<file path="src/fp_types_pkg.sv">
// IEEE-754 single-precision number format shared by the adder stages.
// Holds the packed float layout, the field widths and a few fixed encodings.
// Modules import it inside their body and use scoped names in port lists.

`default_nettype none

package fp_types_pkg;

  localparam int EXP_W  = 8;
  localparam int FRAC_W = 23;

  // significand including the hidden bit
  localparam int SIG_W = FRAC_W + 1;

  // guard, round and sticky below the significand
  localparam int GRS_W = 3;

  localparam logic [EXP_W-1:0] EXP_BIAS = 8'd127;
  localparam logic [EXP_W-1:0] EXP_MAX  = 8'hFF;

  typedef struct packed {
    logic              sign;
    logic [EXP_W-1:0]  exp;
    logic [FRAC_W-1:0] frac;
  } fp32_t;

  // canonical quiet NaN
  localparam fp32_t QNAN_VAL = 32'h7FC0_0000;

endpackage

`default_nettype wire

</file>
<file path="src/fadd_ctrl_pkg.sv">
// Operation control types for the pipelined adder.
// Opcodes, rounding modes, the exception flags and the records that
// stage 1 hands to stage 2.

`default_nettype none

package fadd_ctrl_pkg;

  typedef enum logic [2:0] {
    OP_ADD  = 3'd0,
    OP_SUB  = 3'd1,
    OP_RSUB = 3'd2,
    OP_AND  = 3'd3,
    OP_OR   = 3'd4,
    OP_XOR  = 3'd5,
    OP_ANDN = 3'd6
  } op_e;

  typedef enum logic [1:0] {
    RND_TRUNC = 2'd0,
    RND_EVEN  = 2'd1,
    RND_PLUS  = 2'd2,
    RND_MINUS = 2'd3
  } round_mode_e;

  typedef struct packed {
    logic invalid;
    logic overflow;
    logic underflow;
    logic inexact;
  } fadd_flags_t;

  // aligned operands, larger one first
  typedef struct packed {
    logic                                                 sign;
    logic                                                 eff_sub;
    logic [fp_types_pkg::EXP_W-1:0]                       exp;
    logic [fp_types_pkg::SIG_W-1:0]                       sig_l;
    logic [fp_types_pkg::SIG_W+fp_types_pkg::GRS_W-1:0]   sig_s;
  } align_t;

  typedef struct packed {
    logic                is_spec;
    fp_types_pkg::fp32_t val;
    logic                invalid;
  } special_t;

endpackage

`default_nettype wire

</file>
<file path="src/fadd_align.sv">
// Stage 1 arithmetic path of the adder.
// Orders the operands by magnitude, works out the result sign and whether
// the significands are subtracted, and shifts the smaller significand right
// into a guard/round/sticky extended field. Both-zero inputs fall through
// here with zero significands so the sign rules apply in stage 2.

`timescale 1ns/1ps
`default_nettype none

module fadd_align (
  input  logic                  clk,
  input  logic                  rst,
  input  fadd_ctrl_pkg::op_e    op,
  input  fp_types_pkg::fp32_t   a,
  input  fp_types_pkg::fp32_t   b,
  output fadd_ctrl_pkg::align_t al
);
  import fp_types_pkg::*;
  import fadd_ctrl_pkg::*;

  localparam int AW = SIG_W + GRS_W;

  logic             sa;
  logic             sb;
  logic             a_ge;
  logic [SIG_W-1:0] sig_a;
  logic [SIG_W-1:0] sig_b;
  logic [SIG_W-1:0] sig_big;
  logic [SIG_W-1:0] sig_small;
  logic [EXP_W-1:0] exp_big;
  logic [EXP_W-1:0] exp_small;
  logic [EXP_W-1:0] diff;
  logic [AW-1:0]    ext_s;
  logic [2*AW-1:0]  wide;
  logic [AW-1:0]    sig_al;
  align_t           al_d;

  assign sa = a.sign ^ (op == OP_RSUB);
  assign sb = b.sign ^ (op == OP_SUB);

  // hidden bit, denormals flushed
  assign sig_a = (a.exp == '0) ? '0 : {1'b1, a.frac};
  assign sig_b = (b.exp == '0) ? '0 : {1'b1, b.frac};

  // exponent first, then fraction
  assign a_ge = {a.exp, a.frac} >= {b.exp, b.frac};

  assign sig_big   = a_ge ? sig_a : sig_b;
  assign sig_small = a_ge ? sig_b : sig_a;
  assign exp_big   = a_ge ? a.exp : b.exp;
  assign exp_small = a_ge ? b.exp : a.exp;
  assign diff      = exp_big - exp_small;

  assign ext_s = {sig_small, {GRS_W{1'b0}}};
  assign wide  = {ext_s, {AW{1'b0}}} >> diff;

  always_comb begin
    if (diff >= EXP_W'(AW - 1)) begin
      // whole significand lands in sticky
      sig_al = {{(AW-1){1'b0}}, |sig_small};
    end else begin
      sig_al = {wide[2*AW-1:AW+1], wide[AW] | (|wide[AW-1:0])};
    end
  end

  always_comb begin
    al_d.sign    = a_ge ? sa : sb;
    al_d.eff_sub = sa ^ sb;
    al_d.exp     = exp_big;
    al_d.sig_l   = sig_big;
    al_d.sig_s   = sig_al;
  end

  always_ff @(posedge clk) begin
    if (rst) begin
      al <= '0;
    end else begin
      al <= al_d;
    end
  end

endmodule

`default_nettype wire

</file>
<file path="src/fadd_classify.sv">
// Stage 1 special-case path of the adder.
// Picks out NaN, infinity and zero operands and computes the logic ops,
// producing a ready-made result that stage 2 selects when is_spec is set.
// Zero plus zero is left to the arithmetic path.

`timescale 1ns/1ps
`default_nettype none

module fadd_classify (
  input  logic                    clk,
  input  logic                    rst,
  input  logic                    en,
  input  fadd_ctrl_pkg::op_e      op,
  input  fp_types_pkg::fp32_t     a,
  input  fp_types_pkg::fp32_t     b,
  output fadd_ctrl_pkg::special_t spec,
  output logic                    en_q
);
  import fp_types_pkg::*;
  import fadd_ctrl_pkg::*;

  logic     sa;
  logic     sb;
  logic     a_zero;
  logic     b_zero;
  logic     a_inf;
  logic     b_inf;
  logic     a_nan;
  logic     b_nan;
  logic     a_snan;
  logic     b_snan;
  logic     is_logic;
  special_t spec_d;

  // effective signs after the opcode's negation
  assign sa = a.sign ^ (op == OP_RSUB);
  assign sb = b.sign ^ (op == OP_SUB);

  // denormals count as zero
  assign a_zero = (a.exp == '0);
  assign b_zero = (b.exp == '0);
  assign a_inf  = (a.exp == EXP_MAX) && (a.frac == '0);
  assign b_inf  = (b.exp == EXP_MAX) && (b.frac == '0);
  assign a_nan  = (a.exp == EXP_MAX) && (a.frac != '0);
  assign b_nan  = (b.exp == EXP_MAX) && (b.frac != '0);
  assign a_snan = a_nan && !a.frac[FRAC_W-1];
  assign b_snan = b_nan && !b.frac[FRAC_W-1];

  assign is_logic = (op == OP_AND) || (op == OP_OR) || (op == OP_XOR) || (op == OP_ANDN);

  always_comb begin
    spec_d.is_spec = 1'b1;
    spec_d.invalid = 1'b0;
    spec_d.val     = QNAN_VAL;
    if (is_logic) begin
      case (op)
        OP_AND:  spec_d.val = a & b;
        OP_OR:   spec_d.val = a | b;
        OP_XOR:  spec_d.val = a ^ b;
        default: spec_d.val = a & ~b;
      endcase
    end else if (a_nan || b_nan) begin
      spec_d.invalid = a_snan | b_snan;
    end else if (a_inf && b_inf) begin
      // inf - inf stays at the default qnan
      if (sa != sb) begin
        spec_d.invalid = 1'b1;
      end else begin
        spec_d.val = '{sign: sa, exp: EXP_MAX, frac: '0};
      end
    end else if (a_inf) begin
      spec_d.val = '{sign: sa, exp: EXP_MAX, frac: '0};
    end else if (b_inf) begin
      spec_d.val = '{sign: sb, exp: EXP_MAX, frac: '0};
    end else if (a_zero && !b_zero) begin
      spec_d.val = '{sign: sb, exp: b.exp, frac: b.frac};
    end else if (b_zero && !a_zero) begin
      spec_d.val = '{sign: sa, exp: a.exp, frac: a.frac};
    end else begin
      spec_d.is_spec = 1'b0;
    end
  end

  always_ff @(posedge clk) begin
    if (rst) begin
      en_q <= 1'b0;
      spec <= '0;
    end else begin
      en_q <= en;
      spec <= spec_d;
    end
  end

endmodule

`default_nettype wire

</file>
<file path="src/fadd_mant_add.sv">
// Stage 2 significand adder and normalizer, purely combinational.
// Adds or subtracts the aligned significands and renormalizes so the
// hidden bit sits in the top position. The exponent is kept signed and
// wide enough that values below 1 reach the rounder as underflow.
// is_zero marks an exact cancellation under effective subtraction.

`timescale 1ns/1ps
`default_nettype none

module fadd_mant_add (
  input  fadd_ctrl_pkg::align_t                              al,
  output logic [fp_types_pkg::SIG_W+fp_types_pkg::GRS_W-1:0] sig,
  output logic signed [9:0]                                  exp_n,
  output logic                                               is_zero
);
  import fp_types_pkg::*;
  import fadd_ctrl_pkg::*;

  localparam int AW = SIG_W + GRS_W;

  logic [AW:0]       big;
  logic [AW:0]       sum;
  logic [4:0]        lz;
  logic              found;
  logic signed [9:0] exp_base;

  assign big = {1'b0, al.sig_l, {GRS_W{1'b0}}};

  // larger magnitude first, so the difference never goes negative
  assign sum = al.eff_sub ? big - {1'b0, al.sig_s} : big + {1'b0, al.sig_s};

  assign exp_base = signed'({2'b00, al.exp});
  assign is_zero  = al.eff_sub && (sum == '0);

  // leading zero count below the carry bit
  always_comb begin
    lz    = '0;
    found = 1'b0;
    for (int i = AW - 1; i >= 0; i--) begin
      if (!found) begin
        if (sum[i]) begin
          found = 1'b1;
        end else begin
          lz = lz + 5'd1;
        end
      end
    end
  end

  always_comb begin
    if (sum[AW]) begin
      // carry out, dropped bit folds into sticky
      sig   = {sum[AW:2], sum[1] | sum[0]};
      exp_n = exp_base + 10'sd1;
    end else begin
      sig   = sum[AW-1:0] << lz;
      exp_n = exp_base - signed'({5'b00000, lz});
    end
  end

endmodule

`default_nettype wire

</file>
<file path="src/fadd_round.sv">
// Stage 2 rounding and result register.
// Rounds the normalized significand in the selected mode, applies overflow,
// flush-to-zero underflow and signed-zero rules, and falls back to the
// stage 1 special value when one was flagged. res and flags only load on
// a valid cycle and otherwise hold the last result.

`timescale 1ns/1ps
`default_nettype none

module fadd_round (
  input  logic                                               clk,
  input  logic                                               rst,
  input  logic                                               en_q,
  input  fadd_ctrl_pkg::round_mode_e                         rmode,
  input  logic                                               sign,
  input  logic [fp_types_pkg::SIG_W+fp_types_pkg::GRS_W-1:0] sig,
  input  logic signed [9:0]                                  exp_n,
  input  logic                                               is_zero,
  input  fadd_ctrl_pkg::special_t                            spec,
  output logic                                               valid,
  output fp_types_pkg::fp32_t                                res,
  output fadd_ctrl_pkg::fadd_flags_t                         flags
);
  import fp_types_pkg::*;
  import fadd_ctrl_pkg::*;

  localparam int AW = SIG_W + GRS_W;
  localparam logic signed [9:0] EXP_TOP = signed'({2'b00, EXP_MAX});

  logic [SIG_W-1:0]  mant;
  logic [GRS_W-1:0]  grs;
  logic              lost;
  logic              inc;
  logic [SIG_W:0]    mant_r;
  logic signed [9:0] exp_r;
  logic              to_inf;
  fp32_t             res_d;
  fadd_flags_t       flags_d;

  assign mant = sig[AW-1:GRS_W];
  assign grs  = sig[GRS_W-1:0];
  assign lost = |grs;

  always_comb begin
    case (rmode)
      RND_EVEN:  inc = grs[2] & (grs[1] | grs[0] | mant[0]);
      RND_PLUS:  inc = ~sign & lost;
      RND_MINUS: inc = sign & lost;
      default:   inc = 1'b0;
    endcase
  end

  assign mant_r = {1'b0, mant} + {{SIG_W{1'b0}}, inc};
  assign exp_r  = exp_n + signed'({9'b0, mant_r[SIG_W]});

  // modes that round away from zero for this sign overflow to infinity
  assign to_inf = (rmode == RND_EVEN) || ((rmode == RND_PLUS) && !sign) ||
                  ((rmode == RND_MINUS) && sign);

  always_comb begin
    res_d   = '0;
    flags_d = '0;
    if (spec.is_spec) begin
      res_d           = spec.val;
      flags_d.invalid = spec.invalid;
    end else if (!sig[AW-1]) begin
      // zero result, cancellation takes its sign from the mode
      res_d.sign = is_zero ? (rmode == RND_MINUS) : sign;
    end else if (exp_r >= EXP_TOP) begin
      flags_d.overflow = 1'b1;
      flags_d.inexact  = 1'b1;
      res_d.sign       = sign;
      if (to_inf) begin
        res_d.exp = EXP_MAX;
      end else begin
        res_d.exp  = EXP_MAX - 8'd1;
        res_d.frac = '1;
      end
    end else if (exp_r < 10'sd1) begin
      flags_d.underflow = 1'b1;
      flags_d.inexact   = 1'b1;
      res_d.sign        = sign;
    end else begin
      res_d.sign = sign;
      res_d.exp  = exp_r[EXP_W-1:0];
      // on a rounding carry the low bits are all zero anyway
      res_d.frac = mant_r[FRAC_W-1:0];
      flags_d.inexact = lost;
    end
  end

  always_ff @(posedge clk) begin
    if (rst) begin
      valid <= 1'b0;
      res   <= '0;
      flags <= '0;
    end else begin
      valid <= en_q;
      if (en_q) begin
        res   <= res_d;
        flags <= flags_d;
      end
    end
  end

endmodule

`default_nettype wire

</file>
<file path="src/fadds.sv">
// Two-stage pipelined single-precision adder with a bitwise logic side path.
// Issue an operation by holding en high for one cycle with op, rmode, a
// and b; valid pulses two cycles later with res and flags. A new operation
// may be issued every cycle.

`timescale 1ns/1ps
`default_nettype none

module fadds (
  input  logic                       clk,
  input  logic                       rst,
  input  logic                       en,
  input  fadd_ctrl_pkg::op_e         op,
  input  fadd_ctrl_pkg::round_mode_e rmode,
  input  fp_types_pkg::fp32_t        a,
  input  fp_types_pkg::fp32_t        b,
  output logic                       valid,
  output fp_types_pkg::fp32_t        res,
  output fadd_ctrl_pkg::fadd_flags_t flags
);
  import fp_types_pkg::*;
  import fadd_ctrl_pkg::*;

  round_mode_e             rmode_q;
  special_t                spec;
  logic                    en_q;
  align_t                  al;
  logic [SIG_W+GRS_W-1:0]  sig;
  logic signed [9:0]       exp_n;
  logic                    is_zero;

  // rounding mode follows the operation into stage 2
  always_ff @(posedge clk) begin
    rmode_q <= rmode;
  end

  fadd_classify classify_i (
    .clk  (clk),
    .rst  (rst),
    .en   (en),
    .op   (op),
    .a    (a),
    .b    (b),
    .spec (spec),
    .en_q (en_q)
  );

  fadd_align align_i (
    .clk (clk),
    .rst (rst),
    .op  (op),
    .a   (a),
    .b   (b),
    .al  (al)
  );

  fadd_mant_add mant_add_i (
    .al      (al),
    .sig     (sig),
    .exp_n   (exp_n),
    .is_zero (is_zero)
  );

  fadd_round round_i (
    .clk     (clk),
    .rst     (rst),
    .en_q    (en_q),
    .rmode   (rmode_q),
    .sign    (al.sign),
    .sig     (sig),
    .exp_n   (exp_n),
    .is_zero (is_zero),
    .spec    (spec),
    .valid   (valid),
    .res     (res),
    .flags   (flags)
  );

endmodule

`default_nettype wire

</file>
<file path="config.mk">
export PLATFORM = sky130hd
export DESIGN_NAME = fadds
export DESIGN_NICKNAME = d
export VERILOG_FILES = /design/src/fp_types_pkg.sv /design/src/fadd_ctrl_pkg.sv /design/src/fadd_align.sv /design/src/fadd_classify.sv /design/src/fadd_mant_add.sv /design/src/fadd_round.sv /design/src/fadds.sv
export SDC_FILE = /design/constraint.sdc
export NUM_CORES = 1
export LEC_CHECK = 0
export BUFFER_PORTS_ARGS = -buffer_cell sky130_fd_sc_hd__buf_4
export CORE_ASPECT_RATIO = 1.75
export CORE_MARGIN = 2
export CORE_UTILIZATION = 50
export CTS_CLUSTER_DIAMETER = 30
export DETAILED_ROUTE_END_ITERATION = 8
export PLACE_DENSITY_LB_ADDON = 0.08
export SLEW_MARGIN = 20
export SYNTH_ARGS = -nofsm -noshare
export SYNTH_HDL_FRONTEND = slang
export SYNTH_SLANG_ARGS = --single-unit
export TNS_END_PERCENT = 10
</file>
<file path="constraint.sdc">
create_clock -name clk -period 19.1 [get_ports clk]
set_input_delay 0.955 -clock clk [delete_from_list [all_inputs] [get_ports clk]]
set_output_delay 0.955 -clock clk [all_outputs]
set_load 0.01 [all_outputs]
</file>
==> results.md <==
* Detail-routed net length per standard cell at 23.7 um
* Startpoint of the worst register-to-register path: align_i.al[19]
* Library cell used as clock root buffer: sky130_fd_sc_hd__clkbuf_16
* Number of port buffers at 108
* Fraction of layout instances using a drive strength above 1 at 17.5%
* Count of endpoints failing hold in the final timing report at 0
* Area growth from synthesis to layout at 17.3%
* Required arrival time at the worst endpoint at 19430 ps
* Pre-CTS worst setup slack at -582 ps
* Top cell type by total area after synthesis: sky130_fd_sc_hd__dfxtp_1
* Most numerous cell types in the synthesized netlist: sky130_fd_sc_hd__nand2_1 (361), sky130_fd_sc_hd__nor2_1 (335), sky130_fd_sc_hd__o21ai_0 (232), sky130_fd_sc_hd__a21oi_1 (202), sky130_fd_sc_hd__inv_1 (171)
* Commonest register cell after synthesis: sky130_fd_sc_hd__dfxtp_1
* Syn Inst Count at 2873
* WP data arrival at 18840 ps
* Post-route non-filler standard cell count at 3487
* Buffer and inverter count on the worst path at 8
* #FFs+latches synth at 135
* Category of the critical setup timing path: reg -> reg
* Clock Skews at 8.95 ps
* Area contributors post-synth: sky130_fd_sc_hd__dfxtp_1 (14%), sky130_fd_sc_hd__ha_1 (9.7%), sky130_fd_sc_hd__nand2_1 (6.9%)
* Highest clock rate at 54.0 MHz
* Terminating pin of the worst hold path: round_i.flags[1]
* Max-cap violations at 0
* Total count of max-transition violations in the final report at 0
* Number of flops mapped to enable cells by yosys at 0
* H-tree depth at 4
* Static leakage at 9.57 nW
* Critical R2R Capture: round_i.res[12]
* Wire length of the first global-routing pass at 122 mm
* Power density relative to cell area at 108 mW/mm^2
* Count of cells along the worst register-to-register path at 93
* Hold Path Cell Cnt at 2
* Core region area at 0.0385 sq mm
* Share of async-settable or async-resettable flops after synthesis at 0%
* Cell with the biggest individual delay on the critical path: sky130_fd_sc_hd__o31ai_1
* Post-Place Cell Area at 0.0214 sq mm
* Clock-pin transition on the worst setup and hold timing paths at 70 ps
* Post-route antenna net violation count at 0
* Total iterations of the first detailed-routing run at 8
* Largest net degree at the start of global routing at 91
* Clock Path Buffers at 2
* Initial standard-cell utilization of the core at 50.8%
* Worst-case setup margin in the final layout at 595 ps
* Io pins at 109
* Sequential element share of the synthesized area at 13.8%
* Source of the worst hold timing path: round_i.flags[1]
* DRC at 0
* Total routing usage reported by global routing at 38.2%
* Top cell type's share of synthesized area at 13.8%
* Cell variety after synth at 120
* Post-detail-place hpwl at 64.5 mm
* DR iter-0 viols at 2086
* Sum of overflow across all layers after global routing at 0
* Hold Crit Class: reg -> reg
* Worst relative slew slack at 20.4%
* Area of the die at 0.0408 sq mm
* Total detailed-routing wirelength at 82.5 mm
* Initial antenna violation count at 0
* Placed cell count at 3426
* Outcome: finished, final reports clean
* Synthesis warning total at 0
* Worst vdd ir at 80.3 uV
* Worst hold-check slack at 471 ps
* Number of nets in the final layout at 3215
* Largest fanout on the critical path at 13
* Final instance area at 0.0229 sq mm
* Setup violation total in the final timing report at 0
* Clock tree from TritonCTS: done
* Global placer's final weighted congestion at 1.03
* Type of destination of the critical path: flop
* Worst-case register-to-register setup slack at 590 ps
* Cell repeated most along the worst path: sky130_fd_sc_hd__ha_1
* Kind of cell with the highest combined delay on the critical path: compound AO/OA/AOI/OAI gates
* Setup_tns at 0 ps
* Die outline height at 266 um
* Hold buffer count at cts at 0
* Number of buffers inserted during clock tree synthesis at 17
* Number of antenna diodes at 0
* Sink Count at 135
* Average cell area after synthesis at 6.81 sq um
* DIE WIDTH at 154 um
* Most common cell in the netlist: sky130_fd_sc_hd__nand2_1
* Post-route clock period utilization at 96.9%
* Number of nets produced by synthesis at 3099
* Number of placement rows at 95
* Clock insertion delay at the later pin of the skew report at 420 ps
* Slew at the pin with the worst max-slew slack at 1180 ps
* Kind of launch point of the worst setup path: flop
* Total number of vias at 22600
* Via/cell ratio at 6.48
* Cell depth of the worst setup path at 93
* Post-layout minimum cycle time at 18510 ps
* Delay contributed by the slowest stage of the critical path at 600 ps
* Netlist Area Pre-Place at 0.0196 sq mm
* Number of global-route vias before repair at 21600
## cell type report
class / count / area (sq um)
Multi-Input combinational cell: 2385 / 16300
Fill cell: 3698 / 15600
Sequential cell: 135 / 2710
Timing Repair Buffer: 276 / 2140
Inverter: 174 / 653
Tap cell: 485 / 607
Clock buffer: 18 / 429
Clock inverter: 14 / 156
## worst max-delay path by stage
stage / startpoint / to / slack [ps]
after floorplan: align_i.al[3] / round_i.res[21] / 50
final: align_i.al[19] / round_i.res[12] / 590
after detailed placement: align_i.al[9] / round_i.res[20] / -580
after global placement: align_i.al[9] / round_i.res[19] / -20
after global routing: align_i.al[11] / round_i.res[15] / -290
after CTS: align_i.al[13] / round_i.res[12] / 40
## sequential cells by signal, summed over array words and instances (netlist names)
register and cells:
round_i.res 32, round_i.flags 4, classify_i.en_q 1, round_i.valid 1, classify_i.spec 34, align_i.al 61
rmode_q 2
## power by group
group / switching [mW] / leakage, nW / internal [mW]
logic: 1.12 / 8.18 / 0.708
clock network: 0.136 / 0.283 / 0.186
registers: 0.0234 / 1.11 / 0.306
## through the flow
step	utilization, %	total power, mW
after floorplan	-	1.41
after global placement	55.6	1.93
after detailed placement	55.6	1.95
after CTS	57.3	2.29
after global routing	59.6	2.62
final	59.6	2.48
## cell families (layout without fill, tap and decap cells)
group	after synthesis	in the layout	synth area share, %
muxes	112	112	6.12
buffers and inverters	354	482	7.02
xor gates and xnor gates	117	117	5.67
AOI/OAI and AO/OA	880	880	30.5
and+or+nand+nor	1117	1118	26.8
DFF	135	135	13.8
adders and majority gates	158	158	10.1
## cells in the final DEF (no fill, tap or decap), types with 13 or more instances in the layout
| cell | Yosys | final |
|---|---|---|
| sky130_fd_sc_hd__nor2_1 | 335 | 330 |
| sky130_fd_sc_hd__a221oi_1 | 35 | 23 |
| sky130_fd_sc_hd__nor2b_1 | 37 | 35 |
| sky130_fd_sc_hd__ha_1 | 152 | 130 |
| sky130_fd_sc_hd__a211oi_1 | 38 | 33 |
| sky130_fd_sc_hd__xnor2_1 | 69 | 65 |
| sky130_fd_sc_hd__mux2i_1 | 88 | 86 |
| sky130_fd_sc_hd__xor2_1 | 41 | 40 |
| sky130_fd_sc_hd__a21oi_1 | 202 | 194 |
| sky130_fd_sc_hd__o21ai_0 | 232 | 215 |
| sky130_fd_sc_hd__o21ai_1 | 11 | 18 |
| sky130_fd_sc_hd__a22oi_1 | 61 | 60 |
| sky130_fd_sc_hd__o31ai_1 | 19 | 15 |
| sky130_fd_sc_hd__mux2_2 | 20 | 17 |
| sky130_fd_sc_hd__nand3_1 | 82 | 82 |
| sky130_fd_sc_hd__inv_1 | 171 | 166 |
| sky130_fd_sc_hd__o211ai_1 | 21 | 21 |
| sky130_fd_sc_hd__o21a_1 | 17 | 17 |
| sky130_fd_sc_hd__ha_4 | 0 | 17 |
| sky130_fd_sc_hd__a21o_1 | 17 | 17 |
| sky130_fd_sc_hd__dfxtp_1 | 135 | 129 |
| sky130_fd_sc_hd__clkbuf_16 | 0 | 19 |
| sky130_fd_sc_hd__and3_1 | 25 | 23 |
| sky130_fd_sc_hd__nand2_1 | 361 | 357 |
| sky130_fd_sc_hd__a31oi_1 | 28 | 25 |
| sky130_fd_sc_hd__a32oi_1 | 31 | 31 |
| sky130_fd_sc_hd__o21bai_1 | 13 | 13 |
| sky130_fd_sc_hd__nor3_1 | 80 | 74 |
| sky130_fd_sc_hd__nand4_1 | 30 | 30 |
| sky130_fd_sc_hd__buf_4 | 4 | 271 |
| sky130_fd_sc_hd__nand2b_1 | 26 | 25 |
| sky130_fd_sc_hd__a221oi_2 | 2 | 13 |
| sky130_fd_sc_hd__and2_1 | 21 | 20 |
| sky130_fd_sc_hd__nor4_1 | 37 | 36 |
## tightest hold or removal path: stages (launching register included)
cell and delay, ps:
sky130_fd_sc_hd__dfxtp_1 310, sky130_fd_sc_hd__nand2_1 60, sky130_fd_sc_hd__a21oi_1 50
## per-layer routing
layer | share of wire (%) | GRT usage [%] | vias up
li1 | - | - | 10600
met1 | 35 | 40.0 | 10500
met2 | 49 | 67.4 | 1100
met3 | 5.8 | 4.58 | 336
met4 | 9.7 | 32.2 | 0
met5 | 0 | 0 | -
## repair_timing
action	in CTS	in global routing
resized for setup	18	137
setup buffers	0	25
cloned	0	3
pin swaps	2	63
endpoints found under the hold margin	0	0
endpoints found under the setup margin	31	34
Power figures use the tool's default switching activity.
